--- config.mk ---
export PLATFORM = sky130hd
export DESIGN_NAME = soc_periph_top
export DESIGN_NICKNAME = d
export VERILOG_FILES = /design/src/soc_periph_pkg.sv /design/src/apb_if.sv /design/src/soc_periph_top.sv /design/src/uart_tx_apb.sv /design/src/gpio_apb.sv /design/src/apb_demux.sv /design/src/clk_rst_gen.sv
export SDC_FILE = /design/constraint.sdc
export NUM_CORES = 1
export LEC_CHECK = 0
export BUFFER_PORTS_ARGS = -buffer_cell sky130_fd_sc_hd__buf_2
export CORE_ASPECT_RATIO = 0.5
export CORE_MARGIN = 4
export CORE_UTILIZATION = 50
export CTS_CLUSTER_SIZE = 14
export DETAILED_ROUTE_END_ITERATION = 8
export PLACE_DENSITY_LB_ADDON = 0.05
export SETUP_SLACK_MARGIN = 0.15
export SKIP_LAST_GASP = 1
export SLEW_MARGIN = 10
export SYNTH_ARGS = -nofsm -noshare
export SYNTH_HDL_FRONTEND = slang
export SYNTH_SLANG_ARGS = --single-unit
--- constraint.sdc ---
create_clock -name dev_clk -period 2.7 [get_ports dev_clk]
set_input_delay 0.27 -clock dev_clk [delete_from_list [all_inputs] [get_ports dev_clk]]
set_output_delay 0.27 -clock dev_clk [all_outputs]
set_load 0.05 [all_outputs]
--- src/soc_periph_pkg.sv ---
`default_nettype none

package soc_periph_pkg;

  localparam int ADDR_W = 12;
  localparam int DATA_W = 32;
  localparam int STRB_W = 4;

  typedef logic [ADDR_W-1:0] addr_t;
  typedef logic [DATA_W-1:0] data_t;
  typedef logic [STRB_W-1:0] strb_t;

  // address map, slot in the upper nibble
  localparam int SLOT_SEL_MSB = 11;
  localparam int SLOT_SEL_LSB = 8;
  localparam int SLOT_W = SLOT_SEL_MSB - SLOT_SEL_LSB + 1;
  localparam int OFFS_W = SLOT_SEL_LSB;

  typedef logic [SLOT_W-1:0] slot_t;
  typedef logic [OFFS_W-1:0] offs_t;

  localparam slot_t SLOT_UART = SLOT_W'(0);
  localparam slot_t SLOT_GPIO = SLOT_W'(1);

  localparam int GPIO_PINS = 6;
  localparam int GPIO_IN_W = 7;
  localparam int UART_IRQ_BIT = 6;

  typedef logic [GPIO_PINS-1:0] gpio_pins_t;
  typedef logic [GPIO_IN_W-1:0] gpio_in_t;

  localparam offs_t GPIO_OUT      = 8'h00;
  localparam offs_t GPIO_OE       = 8'h04;
  localparam offs_t GPIO_IN       = 8'h08;
  localparam offs_t GPIO_IRQ_EN   = 8'h0C;
  localparam offs_t GPIO_IRQ_STAT = 8'h10;

  localparam offs_t UART_DATA = 8'h00;
  localparam offs_t UART_STAT = 8'h04;
  localparam offs_t UART_DIV  = 8'h08;

  localparam int UART_DIV_W = 16;
  localparam logic [UART_DIV_W-1:0] UART_DIV_RESET = 16'd16;
  localparam int UART_FRAME_BITS = 10;
  localparam int UART_BIT_CNT_W = $clog2(UART_FRAME_BITS);
  localparam logic [UART_BIT_CNT_W-1:0] UART_LAST_BIT = UART_BIT_CNT_W'(UART_FRAME_BITS - 1);

  localparam int RST_SYNC_STAGES = 3;
  localparam int MON_DIV_HALF = 4;
  localparam int MON_CNT_W = $clog2(MON_DIV_HALF);
  localparam logic [MON_CNT_W-1:0] MON_CNT_MAX = MON_CNT_W'(MON_DIV_HALF - 1);

endpackage

`default_nettype wire
--- src/apb_if.sv ---
`timescale 1ns/10ps
`default_nettype none

interface apb_if;

  soc_periph_pkg::addr_t paddr;
  logic                  psel;
  logic                  penable;
  logic                  pwrite;
  soc_periph_pkg::data_t pwdata;
  soc_periph_pkg::strb_t pstrb;
  soc_periph_pkg::data_t prdata;
  logic                  pready;
  logic                  pslverr;

  modport requester (
    output paddr, psel, penable, pwrite, pwdata, pstrb,
    input  prdata, pready, pslverr
  );

  modport completer (
    input  paddr, psel, penable, pwrite, pwdata, pstrb,
    output prdata, pready, pslverr
  );

endinterface

`default_nettype wire

--- src/soc_periph_top.sv ---
`timescale 1ns/10ps
`default_nettype none

module soc_periph_top (
  input  wire                           dev_clk,
  input  wire                           reset_n,
  input  wire soc_periph_pkg::addr_t    paddr_i,
  input  wire                           psel_i,
  input  wire                           penable_i,
  input  wire                           pwrite_i,
  input  wire soc_periph_pkg::data_t    pwdata_i,
  input  wire soc_periph_pkg::strb_t    pstrb_i,
  output soc_periph_pkg::data_t         prdata_o,
  output logic                          pready_o,
  output logic                          pslverr_o,
  input  wire soc_periph_pkg::gpio_pins_t gpio_in_i,
  output soc_periph_pkg::gpio_pins_t    gpio_out_o,
  output soc_periph_pkg::gpio_pins_t    gpio_oe_o,
  output logic                          irq_o,
  output logic                          uart_tx_o,
  output logic                          mon_clk_o
);

  logic                     periph_rst_n;
  logic                     uart_irq;
  soc_periph_pkg::gpio_in_t gpio_in_vec;

  apb_if up_bus ();
  apb_if uart_bus ();
  apb_if gpio_bus ();

  assign up_bus.paddr   = paddr_i;
  assign up_bus.psel    = psel_i;
  assign up_bus.penable = penable_i;
  assign up_bus.pwrite  = pwrite_i;
  assign up_bus.pwdata  = pwdata_i;
  assign up_bus.pstrb   = pstrb_i;
  assign prdata_o       = up_bus.prdata;
  assign pready_o       = up_bus.pready;
  assign pslverr_o      = up_bus.pslverr;

  // uart interrupt reaches the cpu through a gpio input
  assign gpio_in_vec[soc_periph_pkg::GPIO_PINS-1:0]     = gpio_in_i;
  assign gpio_in_vec[soc_periph_pkg::UART_IRQ_BIT]      = uart_irq;

  clk_rst_gen u_clk_rst_gen (
    .dev_clk        (dev_clk),
    .reset_n        (reset_n),
    .periph_rst_n_o (periph_rst_n),
    .mon_clk_o      (mon_clk_o)
  );

  apb_demux u_apb_demux (
    .up     (up_bus.completer),
    .uart_s (uart_bus.requester),
    .gpio_s (gpio_bus.requester)
  );

  uart_tx_apb u_uart_tx_apb (
    .dev_clk   (dev_clk),
    .rst_n_i   (periph_rst_n),
    .bus       (uart_bus.completer),
    .uart_tx_o (uart_tx_o),
    .irq_o     (uart_irq)
  );

  gpio_apb u_gpio_apb (
    .dev_clk    (dev_clk),
    .rst_n_i    (periph_rst_n),
    .bus        (gpio_bus.completer),
    .gpio_in_i  (gpio_in_vec),
    .gpio_out_o (gpio_out_o),
    .gpio_oe_o  (gpio_oe_o),
    .irq_o      (irq_o)
  );

endmodule

`default_nettype wire

--- src/uart_tx_apb.sv ---
`timescale 1ns/10ps
`default_nettype none

module uart_tx_apb (
  input  wire      dev_clk,
  input  wire      rst_n_i,
  apb_if.completer bus,
  output logic     uart_tx_o,
  output logic     irq_o
);

  logic [soc_periph_pkg::UART_DIV_W-1:0]      div_q;
  logic [soc_periph_pkg::UART_DIV_W-1:0]      cyc_cnt_q;
  logic [soc_periph_pkg::UART_FRAME_BITS-1:0] shift_q;
  logic [soc_periph_pkg::UART_BIT_CNT_W-1:0]  bit_cnt_q;
  logic                                       busy_q;
  logic                                       done_q;
  soc_periph_pkg::offs_t                      offs;
  soc_periph_pkg::data_t                      rd_data;
  logic                                       access;
  logic                                       wr_en;
  logic                                       offs_ok;
  logic                                       wr_busy;
  logic                                       start;
  logic                                       bit_end;
  logic                                       frame_end;
  logic                                       done_clr;

  assign offs    = bus.paddr[soc_periph_pkg::OFFS_W-1:0];
  assign access  = bus.psel & bus.penable;
  assign wr_en   = access & bus.pwrite;
  assign wr_busy = wr_en & (offs == soc_periph_pkg::UART_DATA) & busy_q;
  assign start   = wr_en & (offs == soc_periph_pkg::UART_DATA) & ~busy_q;

  // data register is write only and reads back as zero
  always_comb begin
    offs_ok = 1'b1;
    rd_data = '0;
    case (offs)
      soc_periph_pkg::UART_DATA: rd_data = '0;
      soc_periph_pkg::UART_STAT: rd_data[1:0] = {done_q, busy_q};
      soc_periph_pkg::UART_DIV:  rd_data[soc_periph_pkg::UART_DIV_W-1:0] = div_q;
      default:                   offs_ok = 1'b0;
    endcase
  end

  assign bus.pready  = 1'b1;
  assign bus.pslverr = (access & ~offs_ok) | wr_busy;
  assign bus.prdata  = (bus.psel & ~bus.pwrite & offs_ok) ? rd_data : '0;

  assign bit_end   = (cyc_cnt_q == div_q - 1'b1);
  assign frame_end = bit_end & (bit_cnt_q == soc_periph_pkg::UART_LAST_BIT);
  assign done_clr  = wr_en & (offs == soc_periph_pkg::UART_STAT) & bus.pwdata[1];

  // frame is stop, data, start with the start bit at bit 0
  always_ff @(posedge dev_clk) begin
    if (start) begin
      shift_q <= {1'b1, bus.pwdata[soc_periph_pkg::UART_FRAME_BITS-3:0], 1'b0};
    end else if (busy_q && bit_end) begin
      shift_q <= {1'b1, shift_q[soc_periph_pkg::UART_FRAME_BITS-1:1]};
    end
  end

  always_ff @(posedge dev_clk or negedge rst_n_i) begin
    if (!rst_n_i) begin
      div_q     <= soc_periph_pkg::UART_DIV_RESET;
      cyc_cnt_q <= '0;
      bit_cnt_q <= '0;
      busy_q    <= 1'b0;
      done_q    <= 1'b0;
    end else begin
      if (wr_en && offs == soc_periph_pkg::UART_DIV) begin
        div_q <= bus.pwdata[soc_periph_pkg::UART_DIV_W-1:0];
      end
      if (start) begin
        busy_q    <= 1'b1;
        cyc_cnt_q <= '0;
        bit_cnt_q <= '0;
      end else if (busy_q) begin
        if (bit_end) begin
          cyc_cnt_q <= '0;
          bit_cnt_q <= bit_cnt_q + 1'b1;
          if (frame_end) begin
            busy_q <= 1'b0;
          end
        end else begin
          cyc_cnt_q <= cyc_cnt_q + 1'b1;
        end
      end
      // end of stop bit beats a clear
      if (busy_q && frame_end) begin
        done_q <= 1'b1;
      end else if (done_clr) begin
        done_q <= 1'b0;
      end
    end
  end

  // line idles high
  assign uart_tx_o = ~busy_q | shift_q[0];
  assign irq_o     = done_q;

endmodule

`default_nettype wire

--- src/gpio_apb.sv ---
`timescale 1ns/10ps
`default_nettype none

module gpio_apb (
  input  wire                        dev_clk,
  input  wire                        rst_n_i,
  apb_if.completer                   bus,
  input  wire soc_periph_pkg::gpio_in_t gpio_in_i,
  output soc_periph_pkg::gpio_pins_t gpio_out_o,
  output soc_periph_pkg::gpio_pins_t gpio_oe_o,
  output logic                       irq_o
);

  soc_periph_pkg::gpio_in_t   sync1_q;
  soc_periph_pkg::gpio_in_t   sync2_q;
  soc_periph_pkg::gpio_in_t   sync_d_q;
  soc_periph_pkg::gpio_in_t   rise;
  soc_periph_pkg::gpio_in_t   stat_clr;
  soc_periph_pkg::gpio_in_t   irq_en_q;
  soc_periph_pkg::gpio_in_t   irq_stat_q;
  soc_periph_pkg::gpio_pins_t out_q;
  soc_periph_pkg::gpio_pins_t oe_q;
  soc_periph_pkg::offs_t      offs;
  soc_periph_pkg::data_t      rd_data;
  logic                       access;
  logic                       wr_en;
  logic                       offs_ok;

  assign offs   = bus.paddr[soc_periph_pkg::OFFS_W-1:0];
  assign access = bus.psel & bus.penable;
  // byte lane 0 carries every register
  assign wr_en  = access & bus.pwrite & bus.pstrb[0];

  always_comb begin
    offs_ok = 1'b1;
    rd_data = '0;
    case (offs)
      soc_periph_pkg::GPIO_OUT:      rd_data[soc_periph_pkg::GPIO_PINS-1:0] = out_q;
      soc_periph_pkg::GPIO_OE:       rd_data[soc_periph_pkg::GPIO_PINS-1:0] = oe_q;
      soc_periph_pkg::GPIO_IN:       rd_data[soc_periph_pkg::GPIO_IN_W-1:0] = sync2_q;
      soc_periph_pkg::GPIO_IRQ_EN:   rd_data[soc_periph_pkg::GPIO_IN_W-1:0] = irq_en_q;
      soc_periph_pkg::GPIO_IRQ_STAT: rd_data[soc_periph_pkg::GPIO_IN_W-1:0] = irq_stat_q;
      default:                       offs_ok = 1'b0;
    endcase
  end

  assign bus.pready  = 1'b1;
  assign bus.pslverr = access & ~offs_ok;
  assign bus.prdata  = (bus.psel & ~bus.pwrite & offs_ok) ? rd_data : '0;

  always_ff @(posedge dev_clk or negedge rst_n_i) begin
    if (!rst_n_i) begin
      out_q    <= '0;
      oe_q     <= '0;
      irq_en_q <= '0;
    end else if (wr_en) begin
      case (offs)
        soc_periph_pkg::GPIO_OUT:    out_q <= bus.pwdata[soc_periph_pkg::GPIO_PINS-1:0];
        soc_periph_pkg::GPIO_OE:     oe_q <= bus.pwdata[soc_periph_pkg::GPIO_PINS-1:0];
        soc_periph_pkg::GPIO_IRQ_EN: irq_en_q <= bus.pwdata[soc_periph_pkg::GPIO_IN_W-1:0];
        default: ;
      endcase
    end
  end

  // two-flop sync, third flop for edge detect
  always_ff @(posedge dev_clk or negedge rst_n_i) begin
    if (!rst_n_i) begin
      sync1_q  <= '0;
      sync2_q  <= '0;
      sync_d_q <= '0;
    end else begin
      sync1_q  <= gpio_in_i;
      sync2_q  <= sync1_q;
      sync_d_q <= sync2_q;
    end
  end

  assign rise     = sync2_q & ~sync_d_q;
  assign stat_clr = (wr_en && offs == soc_periph_pkg::GPIO_IRQ_STAT) ?
                    bus.pwdata[soc_periph_pkg::GPIO_IN_W-1:0] : '0;

  // new edge wins over a clear in the same cycle
  always_ff @(posedge dev_clk or negedge rst_n_i) begin
    if (!rst_n_i) begin
      irq_stat_q <= '0;
    end else begin
      irq_stat_q <= (irq_stat_q & ~stat_clr) | rise;
    end
  end

  assign irq_o      = |(irq_stat_q & irq_en_q);
  assign gpio_out_o = out_q;
  assign gpio_oe_o  = oe_q;

endmodule

`default_nettype wire

--- src/apb_demux.sv ---
`timescale 1ns/10ps
`default_nettype none

module apb_demux (
  apb_if.completer up,
  apb_if.requester uart_s,
  apb_if.requester gpio_s
);

  soc_periph_pkg::slot_t slot;
  logic                  sel_uart;
  logic                  sel_gpio;

  assign slot     = up.paddr[soc_periph_pkg::SLOT_SEL_MSB:soc_periph_pkg::SLOT_SEL_LSB];
  assign sel_uart = (slot == soc_periph_pkg::SLOT_UART);
  assign sel_gpio = (slot == soc_periph_pkg::SLOT_GPIO);

  // only psel is steered
  assign uart_s.psel    = up.psel & sel_uart;
  assign uart_s.paddr   = up.paddr;
  assign uart_s.penable = up.penable;
  assign uart_s.pwrite  = up.pwrite;
  assign uart_s.pwdata  = up.pwdata;
  assign uart_s.pstrb   = up.pstrb;

  assign gpio_s.psel    = up.psel & sel_gpio;
  assign gpio_s.paddr   = up.paddr;
  assign gpio_s.penable = up.penable;
  assign gpio_s.pwrite  = up.pwrite;
  assign gpio_s.pwdata  = up.pwdata;
  assign gpio_s.pstrb   = up.pstrb;

  // unmapped slots complete at once with an error
  assign up.pready = sel_uart ? uart_s.pready :
                     sel_gpio ? gpio_s.pready : 1'b1;

  assign up.pslverr = sel_uart ? uart_s.pslverr :
                      sel_gpio ? gpio_s.pslverr : 1'b1;

  assign up.prdata = sel_uart ? uart_s.prdata :
                     sel_gpio ? gpio_s.prdata : '0;

endmodule

`default_nettype wire

--- src/clk_rst_gen.sv ---
`timescale 1ns/10ps
`default_nettype none

module clk_rst_gen (
  input  wire  dev_clk,
  input  wire  reset_n,
  output logic periph_rst_n_o,
  output logic mon_clk_o
);

  logic [soc_periph_pkg::RST_SYNC_STAGES-1:0] rst_sync_q;
  logic [soc_periph_pkg::MON_CNT_W-1:0]       mon_cnt_q;

  // async assert, release after the last stage fills with ones
  always_ff @(posedge dev_clk or negedge reset_n) begin
    if (!reset_n) begin
      rst_sync_q <= '0;
    end else begin
      rst_sync_q <= {rst_sync_q[soc_periph_pkg::RST_SYNC_STAGES-2:0], 1'b1};
    end
  end

  assign periph_rst_n_o = rst_sync_q[soc_periph_pkg::RST_SYNC_STAGES-1];

  // slow clock for watching dev_clk on a pin
  always_ff @(posedge dev_clk or negedge periph_rst_n_o) begin
    if (!periph_rst_n_o) begin
      mon_cnt_q <= '0;
      mon_clk_o <= 1'b0;
    end else if (mon_cnt_q == soc_periph_pkg::MON_CNT_MAX) begin
      mon_cnt_q <= '0;
      mon_clk_o <= ~mon_clk_o;
    end else begin
      mon_cnt_q <= mon_cnt_q + 1'b1;
    end
  end

endmodule

`default_nettype wire

==> summary.txt, run 1 <==
Drt
  • DRC: 0
  • DRT Pass-1 Iters: 4
  • Routed wire per std cell: 16.1 um
  • DR vias/cell: approximately 5.3
  • Overall routed net length: roughly 12000 um
  • Drt first-iter violations: 263
  • Antenna Nets Post-Route: 0
  • Routed vias: roughly 3800

GRT
  • Largest net degree at the start of global routing: 52
  • All-Layer GR Usage: 20.8%
  • Grt ovf: 0
  • Number of global-route vias before repair: 3810
  • First-pass GRT wire length: 19200 um
  • Initial antenna violation count: 0

Place
  • Final GP Congestion: ~0.8
  • Detailed placer's ending HPWL: between 8000 and 9000 um
  • Post-Place Cell Area: 5760 um2
  • Pre-CTS setup slack: -0.176 ns
  • IO buf count: between 70 and 80

Flow run
  • Max cap viols: 0

Layout
  • Area growth, synth to finish: 21.8%
  • Final nets: 641
  • ANT cells: 0
  • Final instance area: 6220 um2
  • Share of cells above drive strength 1: about a third

Clock tree
  • CTS root buffer: clkbuf_16
  • Clock slew at reported path FFs: 0.08 ns
  • H-tree levels: 3
  • Num CTS Buffers: 9
  • Skew-Pair Late Insertion Delay: between 0.3 and 0.4 ns
  • CTS sink count: 100
  • CTS tree: yes
  • Clk buf depth: 2

Power and ir drop
  • Logic pwr share: 12.8%
  • Net switching power: about 0.9 mW
  • Clock power frac: 39.0%
  • Static Leak: 3.01 nW
  • Part of the power in registers: 48.2%
  • Maximum vdd drop: 341 uV
  • Pwr/cell area: 529 nW/um2
  • Sw Ratio: between 20% and 30%
  • Tot Pwr: 3.29 mW
  • Internal power: 2.38 mW

Synth
  • Async S/R FF share, synth: 91.0%
  • Post-synth EDFFs: 8
  • Most used DFF post-synth: dfrtp_1
  • Synth warn: 0
  • Sequential area share after synthesis: 49.7%
  • Yosys cell types: 58
  • FF+latch count, synth: 100
  • Synthesized cell area: 5110 um2
  • Mean Syn Cell Area: 10.7 um2
  • Cell count after synthesis: 478

Die
  • Initial Utilization: 52.7%
  • Io pins: 108
  • Core footprint: 9700 um2
  • Chip Width: 151 um
  • Core Rows: 25
  • Die Height: 79.5 um
  • DIE AREA: 12000 um2

Timing
  • Skew final: 0.00720 ns
  • Slew @ Worst Pin: 0.693 ns
  • Slew headroom: roughly 54%
  • RSZ-0062 raised after global routing: true
  • Maximum clock rate: 0.348 GHz
  • Final worst-path cycle share: 106%
  • Hold Violations, Final: 0
  • Final Worst Setup Slack: -0.170 ns
  • Fin. max-slew vios: 0
  • # setup viols final: 35
  • Tmin final: 2.87 ns

Hold path
  • Hold Path Class: in -> reg

Critical path
  • WS Path Type: reg -> reg
  • Crit start category: register
  • Crit Path Max Fanout: 6
  • Crit path DAT: 3.14 ns
  • Setup crit end kind: register
  • WP data required: 2.97 ns

Status
  • Outcome: finished with violations
  • Failing checks: negative setup slack
-- kinds of logic (layout without fill, tap and decap cells) --
logic type	Yosys count	after routing	share of synthesized area, %
multiplexers	48	48	11.7
AO/OA/AOI/OAI	75	75	8.84
flip-flops	100	100	49.7
AND/OR/NAND/NOR	157	157	16.7
XOR/XNOR	33	33	5.66
adder cells (fa/ha/maj)	5	5	1.22
buffers and inverters	58	146	5.95
other	2	18	0.147
-- stage by stage --
stage | TNS [ns] | util [%] | hold slack, ns | cells
6_report | -1.10 | 64.2 | 0.0156 | 717
3_5_place_dp | -2.08 | 59.4 | 0.0690 | 688
5_1_grt | -6.64 | 64.2 | 0.000475 | 717
4_1_cts | -0.815 | 63.5 | 0.00348 | 713
3_3_place_gp | -0.667 | 59.4 | 0.0687 | 688
2_1_floorplan | -1.33 | - | -0.0256 | 494
-- cells in the mapped netlist, types with 2 or more instances --
cell type / count / area [um2]
and3_1: 6 / 37.5
a22o_1: 7 / 61.3
o22ai_1: 2 / 12.5
nor4_1: 5 / 31.3
nand2b_1: 3 / 18.8
conb_1: 2 / 7.51
or3_1: 3 / 18.8
nor3_1: 7 / 35.0
nor2b_1: 11 / 68.8
nand3b_1: 3 / 22.5
a22oi_1: 4 / 30.0
o21ai_0: 32 / 160
o2111ai_1: 3 / 26.3
buf_4: 18 / 135
mux2i_1: 7 / 70.1
and4_1: 3 / 26.3
nor2_1: 15 / 56.3
buf_1: 3 / 11.3
and2_1: 11 / 68.8
ha_1: 5 / 62.6
or4_1: 2 / 15.0
xor2_1: 17 / 149
clkbuf_1: 15 / 56.3
buf_2: 2 / 10.0
nand4_1: 5 / 31.3
xnor2_1: 16 / 140
buf_6: 2 / 22.5
nand2_1: 54 / 203
edfxtp_1: 8 / 240
nor4_2: 2 / 25.0
mux2_2: 35 / 394
dfrtp_1: 90 / 2250
mux4_2: 6 / 135
nand3_1: 14 / 70.1
inv_1: 17 / 63.8
a21o_1: 2 / 15.0
nor3b_1: 4 / 30.0
a21oi_1: 17 / 85.1
-- cell type report --
cell class	count	area, um2
Sequential cell	100	2540
Clock inverter	7	65.1
Clock buffer	9	225
Multi-Input combinational cell	336	2400
Tap cell	135	169
Fill cell	800	3480
Timing Repair Buffer	113	751
Inverter	17	66.3
-- worst max-delay path, cell delays in order (launching register included) --
cell	delay [ns]
dfrtp_1	0.39
inv_2	0.07
ha_4	0.12
or4b_4	0.48
nor4_4	0.18
nand2_1	0.10
mux2i_1	0.12
or4b_1	0.51
buf_6	0.16
or4_1	0.48
a21oi_1	0.16
-- state kept, by name, summed over array words and instances (netlist names) --
| name | cells |
|---|---|
| u_gpio_apb.irq_stat_q | 7 |
| u_gpio_apb.sync_d_q | 7 |
| u_uart_tx_apb.shift_q | 9 |
| u_clk_rst_gen.rst_sync_q | 3 |
| u_gpio_apb.irq_en_q | 7 |
| u_uart_tx_apb.cyc_cnt_q | 16 |
| u_gpio_apb.gpio_out_o | 6 |
| u_gpio_apb.sync2_q | 7 |
| u_clk_rst_gen.mon_cnt_q | 2 |
| u_clk_rst_gen.mon_clk_o | 1 |
| u_gpio_apb.sync1_q | 7 |
| u_uart_tx_apb.div_q | 16 |
| u_uart_tx_apb.bit_cnt_q | 4 |
| u_uart_tx_apb.busy_q | 1 |
| u_gpio_apb.gpio_oe_o | 6 |
| u_uart_tx_apb.irq_o | 1 |
-- layout by cell type, fill, tap and decap left out, types with 14 or more instances in the layout --
cell / n
nor2_1: 15
buf_4: 29
xnor2_1: 16
xor2_1: 17
mux2_2: 35
dfrtp_1: 89
buf_2: 71
o21ai_0: 31
nand2_1: 54
conb_1: 18
inv_1: 15
a21oi_1: 16
nand3_1: 14
-- power groups by stage --
stage	logic (mW)	clock network [mW]	registers, mW
after global routing	0.469	1.38	1.60
after global placement	0.391	0	1.62
final	0.421	1.28	1.59
after floorplan	0.318	0	1.61
after detailed placement	0.397	0	1.62
after CTS	0.415	1.31	1.59
-- path summary, 6_finish.rpt --
kind | from | end | slack (ns) | cells after the start
worst max-delay path | u_uart_tx_apb.div_q[1] | u_uart_tx_apb.bit_cnt_q[2] | -0.17 | 10
worst min-delay path | gpio_in_i[1] | u_gpio_apb.sync1_q[1] | 0.02 | 1
worst max register to register | u_uart_tx_apb.div_q[1] | u_uart_tx_apb.bit_cnt_q[2] | -0.17 | 10
worst min register to register | u_clk_rst_gen.rst_sync_q[2] | u_gpio_apb.gpio_oe_o[0] | 0.30 | 0
max in group asynchronous | u_clk_rst_gen.rst_sync_q[2] | u_uart_tx_apb.div_q[4] | 1.72 | 1
min in group asynchronous | reset_n | u_clk_rst_gen.rst_sync_q[0] | 0.23 | 2
-- metal layers --
metal / part of all wire [%] / track usage [%] / up-vias
met5: 0 / 0 / -
met4: 0.98 / 5.97 / 0
met3: 5.0 / 4.99 / 10
met2: 46 / 32.2 / 78
met1: 48 / 29.2 / 1860
li1: - / - / 1837
-- repair_timing --
| item | 4_1_cts | 5_1_grt |
|---|---|---|
| buffers inserted | 8 | 2 |
| resized for setup | 5 | 7 |
| endpoints found under the setup margin | 39 | 48 |
| hold buffers | 1 | 2 |
| endpoints found under the hold margin | 3 | 2 |
| pin swaps | 1 | 3 |
Power figures use the tool's default switching activity.
==> inputs of run 2 (changes only) <==
--- a/config.mk
+++ b/config.mk
@@ -17,4 +17,5 @@
 export SLEW_MARGIN = 10
 export SYNTH_ARGS = -nofsm -noshare
 export SYNTH_HDL_FRONTEND = slang
+export SYNTH_HIERARCHICAL = 1
 export SYNTH_SLANG_ARGS = --single-unit
==> constraint.sdc (replaced) <==
create_clock -name dev_clk -period 2.8 [get_ports dev_clk]
set_input_delay 0.28 -clock dev_clk [delete_from_list [all_inputs] [get_ports dev_clk]]
set_output_delay 0.28 -clock dev_clk [all_outputs]
set_load 0.05 [all_outputs]
==> summary.txt, run 2 <==
Clock tree
  • Skew-Pair Late Insertion Delay: 0.34 ns
  • CTS root buffer: clkbuf_16
  • Num CTS Buffers: 9
  • CTS sink count: 100
  • Clock slew at reported path FFs: 0.08 ns
  • CTS tree: yes
  • Clk buf depth: 2
  • H-tree levels: 3

Critical path
  • Critical path destination: u_uart_tx_apb/shift_q[3]
  • R2R Path End: u_uart_tx_apb/shift_q[3]
  • WS Path Type: reg -> reg
  • Setup crit end kind: register
  • Cells on worst reg2reg path: 10
  • Crit. Startpoint: u_uart_tx_apb/div_q[0]
  • Largest stage delay on the critical path: about 0.48 ns
  • Worst flop-to-flop path startpoint: u_uart_tx_apb/div_q[0]
  • Critical path depth in cells: 10
  • Crit path DAT: 3.04 ns
  • Worst path slowest cell: or4b_4
  • CP top delay family: simple AND/OR/NAND/NOR gates
  • WP data required: 3.01 ns
  • Buf+Inv Stages, Crit Path: 2
  • Most frequent cell on the critical path: a22o_1
  • Crit start category: register
  • Crit Path Max Fanout: 7
  • Register-to-register setup slack: -0.03 ns
  • Cell Chain, Critical Path: inv_2, ha_4, or4b_4, or4_1, o211a_1, a22o_1, nor4_4, buf_6, and2_4, a22o_1

Status
  • Outcome: finished with violations
  • Failing checks: negative setup slack

GRT
  • Grt ovf: 0
  • Largest net degree at the start of global routing: 55
  • First-pass GRT wire length: roughly 24000 um
  • Number of global-route vias before repair: about 4700
  • All-Layer GR Usage: approximately a fifth
  • Initial antenna violation count: 0

Power and ir drop
  • Static Leak: 3.33 nW
  • Tot Pwr: 2.91 mW
  • Maximum vdd drop: 269 uV
  • Pwr/cell area: 410 nW/um2

Die
  • Die Height: 88.0 um
  • Initial Utilization: 52.7%
  • Core Rows: 28
  • Chip Width: 168 um
  • Io pins: 108
  • DIE AREA: 14800 um2
  • Core footprint: 12200 um2

Timing
  • # setup viols final: 22
  • Final worst-path cycle share: 101%
  • Slew @ Worst Pin: 0.906 ns
  • Skew final: 0.00558 ns
  • Tmin final: 2.83 ns
  • Final Worst Setup Slack: -0.0299 ns
  • RSZ-0062 raised after global routing: true
  • Slew headroom: 39.4%
  • Fin. max-slew vios: 0
  • Hold Violations, Final: 0
  • Maximum clock rate: 0.353 GHz

Layout
  • Area growth, synth to finish: 10.7%
  • Most frequent cells in the layout: dfrtp_1 (89), buf_2 (59), buf_4 (49)
  • Finished Layout Cells: 855
  • Commonest non-fill, non-tap cell in the layout: dfrtp_1
  • ANT cells: 0
  • Final nets: 749
  • Share of cells above drive strength 1: 32.8%
  • Largest regs: u_uart_tx_apb/cyc_cnt_q (16), u_uart_tx_apb/div_q (16), u_uart_tx_apb/shift_q (9)

Drt
  • Drt first-iter violations: 266
  • Overall routed net length: 14400 um
  • Routed vias: 4568
  • DRT Pass-1 Iters: 5
  • DR vias/cell: 5.34
  • Routed wire per std cell: 16.8 um
  • Antenna Nets Post-Route: 0
  • DRC: 0

Hold path
  • Hold Path Class: in -> reg

Synth
  • Synth warn: 6
  • Mean Syn Cell Area: 10.2 um2
  • Synthesized cell area: 6400 um2
  • Cell count after synthesis: 629

Place
  • Detailed placer's ending HPWL: 10500 um
  • Placed cell count: ~830
  • Final GP Congestion: 0.843
  • IO buf count: 72

Flow run
  • Max cap viols: 0
[run 2: final cells by class]
cell class	count	area, um2
clock buffers	10	229
clock inverters	6	58.8
fillers	1101	5060
inverters	17	66.3
multi-input cells	437	3210
flip-flops and latches	100	2540
well taps	165	206
repair buffers	120	776
[run 2: worst min-delay path by stage]
stage / start / cells past startpoint / slack [ns] / to
4_1_cts: gpio_in_i[3] / 1 / 0.03 / u_gpio_apb/sync1_q[3]
2_1_floorplan: reset_n / 0 / -0.02 / u_clk_rst_gen/rst_sync_q[0]
5_1_grt: gpio_in_i[1] / 1 / 0.02 / u_gpio_apb/sync1_q[1]
6_report: gpio_in_i[3] / 1 / 0.03 / u_gpio_apb/sync1_q[3]
3_3_place_gp: reset_n / 1 / 0.08 / u_clk_rst_gen/rst_sync_q[1]
3_5_place_dp: reset_n / 1 / 0.08 / u_clk_rst_gen/rst_sync_q[1]
[run 2: stage by stage]
stage | util, % | setup slack [ns] | TNS, ns | area [um2] | hold WS (ns)
floorplan | - | 0.0161 | 0 | 6580 | -0.0156
global placement | 54.6 | -0.0775 | -1.45 | 6640 | 0.0757
detailed placement | 54.6 | -0.121 | -2.43 | 6640 | 0.0763
CTS | 57.7 | 0.00849 | 0 | 7010 | 0.0251
global route | 58.3 | -0.137 | -3.63 | 7090 | 0.0193
finish | 58.3 | -0.0299 | -0.359 | 7090 | 0.0332
[run 2: routing by layer]
layer	track usage [%]	up-vias	wire length (um)
met5	0	-	0
met4	2.95	0	29
met3	3.83	4	686
met2	33.0	83	6620
met1	28.7	2270	7050
li1	-	2211	-
[run 2: power by group]
part,leakage (nW),switching [mW],total [mW],internal (mW)
Combinational,1.97,0.142,0.214,0.0713
Clock,0.142,0.580,1.20,0.622
Sequential,1.21,0.0184,1.49,1.47
[run 2: what timing repair did]
action,4_1_cts,5_1_grt
gates resized for setup,14,28
endpoints found under the hold margin,3,0
hold buffers,1,0
buffers inserted,4,1
pin swaps,3,1
gates cloned,2,0
endpoints found under the setup margin,39,53
[run 2: worst register-to-register path, delay by kind of cell (launching register included)]
family	cells	cell delay [ns]
flip-flops	1	0.43
buffers and inverters	2	0.27
adder cells (fa/ha/maj)	1	0.14
AND/OR/NAND/NOR	4	1.37
AO/OA/AOI/OAI	3	0.51
